**config.mk**
```make
export PLATFORM = sky130hd
export DESIGN_NAME = hazDet
export DESIGN_NICKNAME = d
export VERILOG_FILES = /design/src/hazPkg.sv /design/src/stageView.sv /design/src/hazCfg.sv /design/src/hazDet.sv /design/src/memHazard.sv /design/src/regHazard.sv /design/src/stageTrack.sv
export SDC_FILE = /design/constraint.sdc
export NUM_CORES = 1
export LEC_CHECK = 0
export BUFFER_PORTS_ARGS = -buffer_cell sky130_fd_sc_hd__clkbuf_2
export CAP_MARGIN = 20
export CELL_PAD_IN_SITES_DETAIL_PLACEMENT = 1
export CELL_PAD_IN_SITES_GLOBAL_PLACEMENT = 2
export CORE_MARGIN = 2
export CORE_UTILIZATION = 34
export CTS_BUF_LIST = sky130_fd_sc_hd__clkbuf_4
export DETAILED_ROUTE_END_ITERATION = 7
export PLACE_DENSITY_LB_ADDON = 0.1
export SYNTH_ARGS = -nofsm -noshare
export SYNTH_HDL_FRONTEND = slang
export SYNTH_SLANG_ARGS = --single-unit
```
**constraint.sdc**
```tcl
create_clock -name clk -period 3.2 [get_ports clk]
set_input_delay 0.16 -clock clk [delete_from_list [all_inputs] [get_ports clk]]
set_output_delay 0.16 -clock clk [all_outputs]
set_load 0.1 [all_outputs]
```
**src/hazPkg.sv**
```systemverilog
`default_nettype none

package hazPkg;

    // Datapath widths
    localparam int instrW  = 16;            // Instruction, immediate, register data, address
    localparam int regIdxW = 3;

    // Instruction field positions
    localparam int opMsb = 15;
    localparam int opLsb = 11;
    localparam int rsMsb = 10;
    localparam int rsLsb = 8;
    localparam int rtMsb = 7;
    localparam int rtLsb = 5;

    // Jump-and-link class, low opcode bit is a don't care
    localparam logic [4:0] opJal = 5'b0011?;
    localparam logic [regIdxW-1:0] linkReg = 3'd7;   // Return address register

    // Register destination carried down the pipe
    typedef struct packed {
        logic [regIdxW-1:0] rd;
        logic               regWrite;
        logic               isLoad;     // Result only ready after MEM
    } regRecT;

    // Memory access carried down the pipe
    typedef struct packed {
        logic [instrW-1:0] addr;
        logic              memEnable;
    } memRecT;

    // Bubble values
    localparam regRecT regRecEmpty = '0;
    localparam memRecT memRecEmpty = '0;

    // Config word layout
    localparam int cfgW       = 2;
    localparam int cfgFwdBit  = 1;          // forwardEn
    localparam int cfgMemBit  = 0;          // memCheckEn
    localparam logic [cfgW-1:0] cfgReset = 2'b11;

endpackage

`default_nettype wire

```
**src/stageView.sv**
```systemverilog
`timescale 1ns/1ps
`default_nettype none

// Live view of one tracker, one record per pipeline stage
interface stageView #(
    parameter type recT = logic
) ();

    recT idRec;     // Already masked by squash
    recT exRec;
    recT memRec;
    recT wbRec;

    modport track (
        output idRec,
        output exRec,
        output memRec,
        output wbRec
    );

    modport check (
        input idRec,
        input exRec,
        input memRec,
        input wbRec
    );

endinterface

`default_nettype wire
```
**src/hazCfg.sv**
```systemverilog
`timescale 1ns/1ps
`default_nettype none

// Config word behind a four-phase req/ack port
module hazCfg (
    input  logic                    clk,
    input  logic                    rstN,
    input  logic                    cfgReq,
    input  logic [hazPkg::cfgW-1:0] cfgWrData,
    output logic                    cfgAck,
    output logic [hazPkg::cfgW-1:0] cfgRdData,
    output logic                    forwardEn,
    output logic                    memCheckEn
);

    import hazPkg::*;

    typedef enum logic {
        cfgIdle,    // Waiting for a request
        cfgHold     // Acked, waiting for req to drop
    } cfgStateT;

    cfgStateT        state;
    logic [cfgW-1:0] cfgWord;

    always_ff @(posedge clk) begin
        if (!rstN) begin
            state   <= cfgIdle;
            cfgWord <= cfgReset;
        end else begin
            case (state)
                cfgIdle: begin
                    if (cfgReq) begin
                        cfgWord <= cfgWrData;   // Host keeps data stable while req is up
                        state   <= cfgHold;
                    end
                end
                cfgHold: begin
                    if (!cfgReq) begin
                        state <= cfgIdle;
                    end
                end
                default: state <= cfgIdle;
            endcase
        end
    end

    assign cfgAck    = (state == cfgHold);
    assign cfgRdData = cfgWord;

    // Enables go to the checkers
    assign forwardEn  = cfgWord[cfgFwdBit];
    assign memCheckEn = cfgWord[cfgMemBit];

endmodule

`default_nettype wire

```
**src/hazDet.sv**
```systemverilog
`timescale 1ns/1ps
`default_nettype none

// Hazard unit of the five-stage pipe
module hazDet (
    input  logic                       clk,
    input  logic                       rstN,
    input  logic [hazPkg::instrW-1:0]  instr,
    input  logic [hazPkg::regIdxW-1:0] rd,
    input  logic                       regWrite,
    input  logic                       memEnable,
    input  logic [hazPkg::instrW-1:0]  imm,
    input  logic [hazPkg::instrW-1:0]  rsData,
    input  logic                       branchTaken,
    input  logic                       cfgReq,
    input  logic [hazPkg::cfgW-1:0]    cfgWrData,
    output logic                       stall,
    output logic [3:0]                 forwards,
    output logic                       cfgAck,
    output logic [hazPkg::cfgW-1:0]    cfgRdData
);

    import hazPkg::*;

    logic   forwardEn;
    logic   memCheckEn;
    logic   regStall;
    logic   memStall;
    regRecT regNew;
    memRecT memNew;

    stageView #(.recT(regRecT)) regView ();
    stageView #(.recT(memRecT)) memView ();

    hazCfg cfgBlk (
        .clk        (clk),
        .rstN       (rstN),
        .cfgReq     (cfgReq),
        .cfgWrData  (cfgWrData),
        .cfgAck     (cfgAck),
        .cfgRdData  (cfgRdData),
        .forwardEn  (forwardEn),
        .memCheckEn (memCheckEn)
    );

    // Destination tracker
    stageTrack #(.recT(regRecT), .emptyRec(regRecEmpty)) regTrack (
        .clk    (clk),
        .rstN   (rstN),
        .newRec (regNew),
        .bubble (stall),
        .squash (branchTaken),
        .view   (regView)
    );

    // Memory access tracker
    stageTrack #(.recT(memRecT), .emptyRec(memRecEmpty)) memTrack (
        .clk    (clk),
        .rstN   (rstN),
        .newRec (memNew),
        .bubble (stall),
        .squash (branchTaken),
        .view   (memView)
    );

    regHazard regChk (
        .instr     (instr),
        .rd        (rd),
        .regWrite  (regWrite),
        .memEnable (memEnable),
        .forwardEn (forwardEn),
        .view      (regView),
        .newRec    (regNew),
        .regStall  (regStall),
        .forwards  (forwards)
    );

    memHazard memChk (
        .rsData     (rsData),
        .imm        (imm),
        .memEnable  (memEnable),
        .memCheckEn (memCheckEn),
        .view       (memView),
        .newRec     (memNew),
        .memStall   (memStall)
    );

    assign stall = regStall | memStall;     // Host holds the instruction while high

endmodule

`default_nettype wire

```
**src/memHazard.sv**
```systemverilog
`timescale 1ns/1ps
`default_nettype none

// Holds back a memory access that hits an address still in flight
module memHazard (
    input  logic [hazPkg::instrW-1:0] rsData,
    input  logic [hazPkg::instrW-1:0] imm,
    input  logic                      memEnable,
    input  logic                      memCheckEn,
    stageView.check                   view,
    output hazPkg::memRecT            newRec,
    output logic                      memStall
);

    import hazPkg::*;

    logic [instrW-1:0] addr;
    logic              idHit;
    logic              exHit;
    logic              memHit;
    logic              wbHit;

    function automatic logic sameAccess(memRecT rec, logic [instrW-1:0] a);
        return rec.memEnable && (rec.addr == a);
    endfunction

    assign addr = rsData + imm;     // Base plus offset, wraps at 16 bits

    always_comb begin
        newRec.addr      = addr;
        newRec.memEnable = memEnable;
    end

    assign idHit  = sameAccess(view.idRec, addr);
    assign exHit  = sameAccess(view.exRec, addr);
    assign memHit = sameAccess(view.memRec, addr);
    assign wbHit  = sameAccess(view.wbRec, addr);

    assign memStall = memEnable & memCheckEn & (idHit | exHit | memHit | wbHit);

endmodule

`default_nettype wire

```
**src/regHazard.sv**
```systemverilog
`timescale 1ns/1ps
`default_nettype none

// Register RAW check against the in-flight destinations
module regHazard (
    input  logic [hazPkg::instrW-1:0]  instr,
    input  logic [hazPkg::regIdxW-1:0] rd,
    input  logic                       regWrite,
    input  logic                       memEnable,
    input  logic                       forwardEn,
    stageView.check                    view,
    output hazPkg::regRecT             newRec,
    output logic                       regStall,
    output logic [3:0]                 forwards
);

    import hazPkg::*;

    logic [regIdxW-1:0] rs;
    logic [regIdxW-1:0] rt;
    logic               isJal;
    logic               idRs;
    logic               idRt;
    logic               exRs;
    logic               exRt;
    logic               lateRs;     // MEM or WB writes rs
    logic               lateRt;
    logic               loadUse;

    function automatic logic writesReg(regRecT rec, logic [regIdxW-1:0] idx);
        return rec.regWrite && (rec.rd == idx);
    endfunction

    assign rs    = instr[rsMsb:rsLsb];
    assign rt    = instr[rtMsb:rtLsb];
    assign isJal = instr[opMsb:opLsb] ==? opJal;

    // Record of the instruction on offer
    always_comb begin
        newRec.rd       = isJal ? linkReg : rd;     // Link always lands in r7
        newRec.regWrite = regWrite | isJal;
        newRec.isLoad   = memEnable & regWrite;
    end

    assign idRs   = writesReg(view.idRec, rs);
    assign idRt   = writesReg(view.idRec, rt);
    assign exRs   = writesReg(view.exRec, rs);
    assign exRt   = writesReg(view.exRec, rt);
    assign lateRs = writesReg(view.memRec, rs) | writesReg(view.wbRec, rs);
    assign lateRt = writesReg(view.memRec, rt) | writesReg(view.wbRec, rt);

    // Load data is not there yet when the consumer reaches EX
    assign loadUse = (idRs | idRt) & view.idRec.isLoad;

    always_comb begin
        if (forwardEn) begin
            // Youngest producer wins
            forwards = {idRs, exRs & ~idRs, idRt, exRt & ~idRt};
            regStall = loadUse;
        end else begin
            forwards = 4'b0000;
            regStall = idRs | idRt | exRs | exRt | lateRs | lateRt;
        end
    end

endmodule

`default_nettype wire

```
**src/stageTrack.sv**
```systemverilog
`timescale 1ns/1ps
`default_nettype none

// Follows one record per instruction through ID, EX, MEM and WB
module stageTrack #(
    parameter type recT     = logic,
    parameter recT emptyRec = '0
) (
    input  logic       clk,
    input  logic       rstN,
    input  recT        newRec,
    input  logic       bubble,     // Issue held back this cycle
    input  logic       squash,     // Taken branch kills the ID instruction
    stageView.track    view
);

    recT idReg;
    recT exReg;
    recT memReg;
    recT wbReg;
    recT idLive;

    // A squashed instruction is gone for the checkers as well
    assign idLive = squash ? emptyRec : idReg;

    always_ff @(posedge clk) begin
        if (!rstN) begin
            idReg  <= emptyRec;
            exReg  <= emptyRec;
            memReg <= emptyRec;
            wbReg  <= emptyRec;
        end else begin
            idReg  <= bubble ? emptyRec : newRec;   // Stalled instruction stays with the host
            exReg  <= idLive;
            memReg <= exReg;
            wbReg  <= memReg;
        end
    end

    assign view.idRec  = idLive;
    assign view.exRec  = exReg;
    assign view.memRec = memReg;
    assign view.wbRec  = wbReg;

endmodule

`default_nettype wire

```
==> results.md <==
* CP most frequent cell: buf_4
* MaxCap Viol Count at 0
* 1st-iter DRT viols at 152
* Simple-gate share of the synthesized area at 0.2374
* Crit-path cells: clkbuf_2 -> ha_4 -> fa_2 -> a211oi_4 -> buf_4 -> o21ai_4 -> buf_4 -> a211oi_1 -> buf_4 -> buf_4 -> xnor3_1 -> nor2_1 -> nor4b_2 -> a22o_1 -> nor2_2 -> nand2_4 -> buf_12
* Area grow syn2layout at 27.54%
* Final hold viol count at 0
* Pre-CTS WS at -285.8 ps
* Period minus WS final at 3243 ps
* Max Freq at between 300 and 400 MHz
* Slew @ Worst Pin at 578.4 ps
* Synth Cell Area at about 5400 um2
* Syn Area/Cell at 9.415 um2
* Final wirelength at 15.46 mm
* Largest net degree at the start of global routing at 47
* Hold crit path type: input port to flop
* Hold slack at 46.37 ps
* CP max stage cell: fa_2
* Sequential-to-total area share from yosys stat at 0.3283
* Clk_lat worst skew at 440 ps
* Main combinational cell family by area after synthesis: simple AND/OR/NAND/NOR gates
* RSZ-0062 raised after global routing: true
* Compound-gate portion of the synthesized area at 0.1429
* CTS buffer count at 9
* DRT Pass-1 Iters at 4
* Crit. End Element: output pin
* Layout Nets at a little under 800
* Share of layout cells above drive strength 1 at 0.3021
* Ys flop type: dfxtp_1
* Adder-cell share of the synthesized area at 0.03870
* Fraction of synthesized area in multiplexers at 0.01935
* #FFs+latches synth at 88
* R2R setup slack at 490 ps
* Number of global-route vias before repair at 4755
* Total GRT Usage at 0.1936
* Area share of the largest cell type after synthesis at 0.3283
* Final Max Slew Viols at 0
* Global route total overflow at 0
* CTS Root Buffer Type: clkbuf_4
* Die height at roughly 130 um
* CTS tree: built
* WL/cell at 16.86 um
* Number of synthesized flops with an enable pin at 0
* Synth cell types at 72
* Peak ir drop on the vdd network at approximately 0.00017 V
* Die Area at 16800 um2
* Leading area contributor after synthesis: dfxtp_1
* Syn Nets at 645
* Residual DRC count at 0
* Crit path kind: input port to output pin
* Ys async rst share at 0
* Row count at 45
* Placed cell count at 885
* Final period util at 1.014
* Pleak at 2.846 nW
* I/O pin cnt at 67
* Via count at 4510
* XOR/XNOR share of the synthesized area at 0.1958
* Antenna-violating nets left at 0
* Slew headroom at 0.6130
* Worst Reg2Reg Path Length in Cells at 10
* CTS clk-pin slew, worst paths at 130 ps
* Via density at 4.918
* Max stage delay on crit path at 400 ps
* Failing checks: setup timing
* CTS Sinks at 88
* Status: complete, but fails checks
* Placer Congestion at 0.7978
* Hold path depth at 3
* Mapped Cells at between 500 and 600
* Req. time, crit path at 3040 ps
* DP HPWL at 11.95 mm
* Final setup vio count at 1
* Max H-tree Level at 3
* Ys Warns at 0
* Antenna violations before repair at 1
* Global-route wire length before repair at 25.14 mm
* Die width at 129.6 um
* Core Area at 15310 um2
* Clock skew at 22.59 ps
* Clock buffer depth at 2
* Synth area leaders: dfxtp_1 33%, and2_1 7.8%, xnor2_1 7.2%, xnor3_1 6.7%, xor2_1 5.4%
* Max FO, Critical Path at 4
* I/O Buffers at 60
* Starting Density at 0.3504
* Non-Filler Instances at 917
* PnR worst setup slack at -43.36 ps
* Cell Pwr Density at ~420 nW/um2
* CP arrival at 3080 ps
* CP startpoint kind: input port
[per-layer routing]
| metal | up-vias | wire (um) | GRT usage |
|---|---|---|---|
| met5 | - | 0 | 0 |
| met4 | 0 | 145 | 0.04491 |
| met3 | 12 | 446 | 0.02064 |
| met2 | 79 | 7167 | 0.3225 |
| met1 | 2178 | 7699 | 0.2707 |
| li1 | 2241 | - | - |
[synth_stat cells, types with 6 or more instances]
library cell  number
and2_1            67
nand3_1            6
xnor2_1           44
nor2_1            42
nand2b_1          10
nor2b_1           11
nand4_1           10
a211oi_1           6
nand2_1           23
nor4_1            10
ha_1              15
clkbuf_1          16
inv_1             13
a2111oi_0          6
o211ai_1           7
o21ai_0           14
nor2_2            10
mux2i_1            9
xnor3_1           16
xor2_1            33
nor3_1             7
dfxtp_1           88
buf_2              8
a21oi_1           12
[timing repair]
| item | 4_1_cts | 5_1_grt |
|---|---|---|
| hold buffers | 8 | 0 |
| pin swaps | 16 | 5 |
| buffers inserted | 8 | 0 |
| gates cloned | 0 | 0 |
| endpoints found under the setup margin | 1 | 3 |
| resized for setup | 30 | 6 |
| endpoints found under the hold margin | 9 | 0 |
[worst paths after layout]
check / start / to
worst min-delay path: memEnable / regTrack.idReg[0]
worst max-delay path: imm[0] / stall
worst max register to register: cfgBlk.cfgRdData[0] / regTrack.idReg[1]
worst min register to register: memTrack.idReg[6] / memTrack.view.exRec[6]
[where the power goes]
part           switching [mW]  internal (mW)
clock                   0.407          0.182
sequential             0.0425           1.15
combinational           0.552          0.520
total                    1.00           1.85
[cells in the final DEF, fill, tap and decap left out, types with 3 or more instances in the layout]
cell / count
xnor3_1: 16
nor3_1: 7
a211oi_2: 3
inv_1: 13
dfxtp_1: 86
nand3_1: 4
a21boi_0: 3
a2111oi_4: 3
and2_1: 67
o21a_1: 4
nand3b_1: 3
o21ai_0: 14
nor2_1: 40
nor2b_1: 11
a211oi_1: 5
clkbuf_2: 59
ha_1: 14
a21oi_1: 12
dlygate4sd3_1: 8
and4_1: 5
nor3b_1: 3
and3_1: 4
xor2_1: 32
clkinvlp_4: 4
nand2b_1: 10
clkbuf_4: 11
xnor2_1: 42
buf_4: 80
nor4_1: 8
o211ai_1: 7
nor2_2: 12
nand4_1: 10
mux2i_1: 9
nand2_1: 22
a21oi_2: 3
[logic make-up after synthesis]
group	Yosys count
fa+ha+maj	16
simple gates	223
xor+xnor	94
mux	10
flops	88
buf+inv	44
compound gates	95
[registers in the layout (all words and copies together), names as in the netlist]
name                  count
memTrack.view.exRec      17
regTrack.view.exRec       4
regTrack.view.wbRec       4
memTrack.view.memRec     17
memTrack.view.wbRec      17
regTrack.idReg            5
cfgBlk.cfgRdData          2
cfgBlk.cfgAck             1
regTrack.view.memRec      4
memTrack.idReg           17
[final cells by class]
| type | instances | area (um2) |
|---|---|---|
| timing repair buffer | 150 | 1018 |
| clock buffer | 11 | 82.58 |
| tap | 211 | 264.0 |
| fill | 1821 | 8471 |
| sequential | 88 | 1767 |
| antenna | 1 | 2.502 |
| inverter | 13 | 48.80 |
| clock inverter | 5 | 41.29 |
| multi-input combinational | 438 | 3620 |
[through the flow]
step / power (mW) / TNS, ps / instance area [um2] / util
floorplan: 1.843 / -994.7 / 5408 / -
global placement: 2.203 / -4558 / 6394 / 0.4175
detailed placement: 2.221 / -5936 / 6394 / 0.4175
CTS: 2.889 / -34.78 / 6808 / 0.4445
global route: 3.032 / -173.2 / 6844 / 0.4469
finish: 2.856 / -43.36 / 6844 / 0.4469
[critical path, delay by kind of cell]
family | cells | cell delay, ps
compound gates | 4 | 770
xor+xnor | 1 | 200
fa+ha+maj | 2 | 560
buf+inv | 6 | 880
simple gates | 4 | 500
No activity file was read; power rests on OpenSTA's default activity.
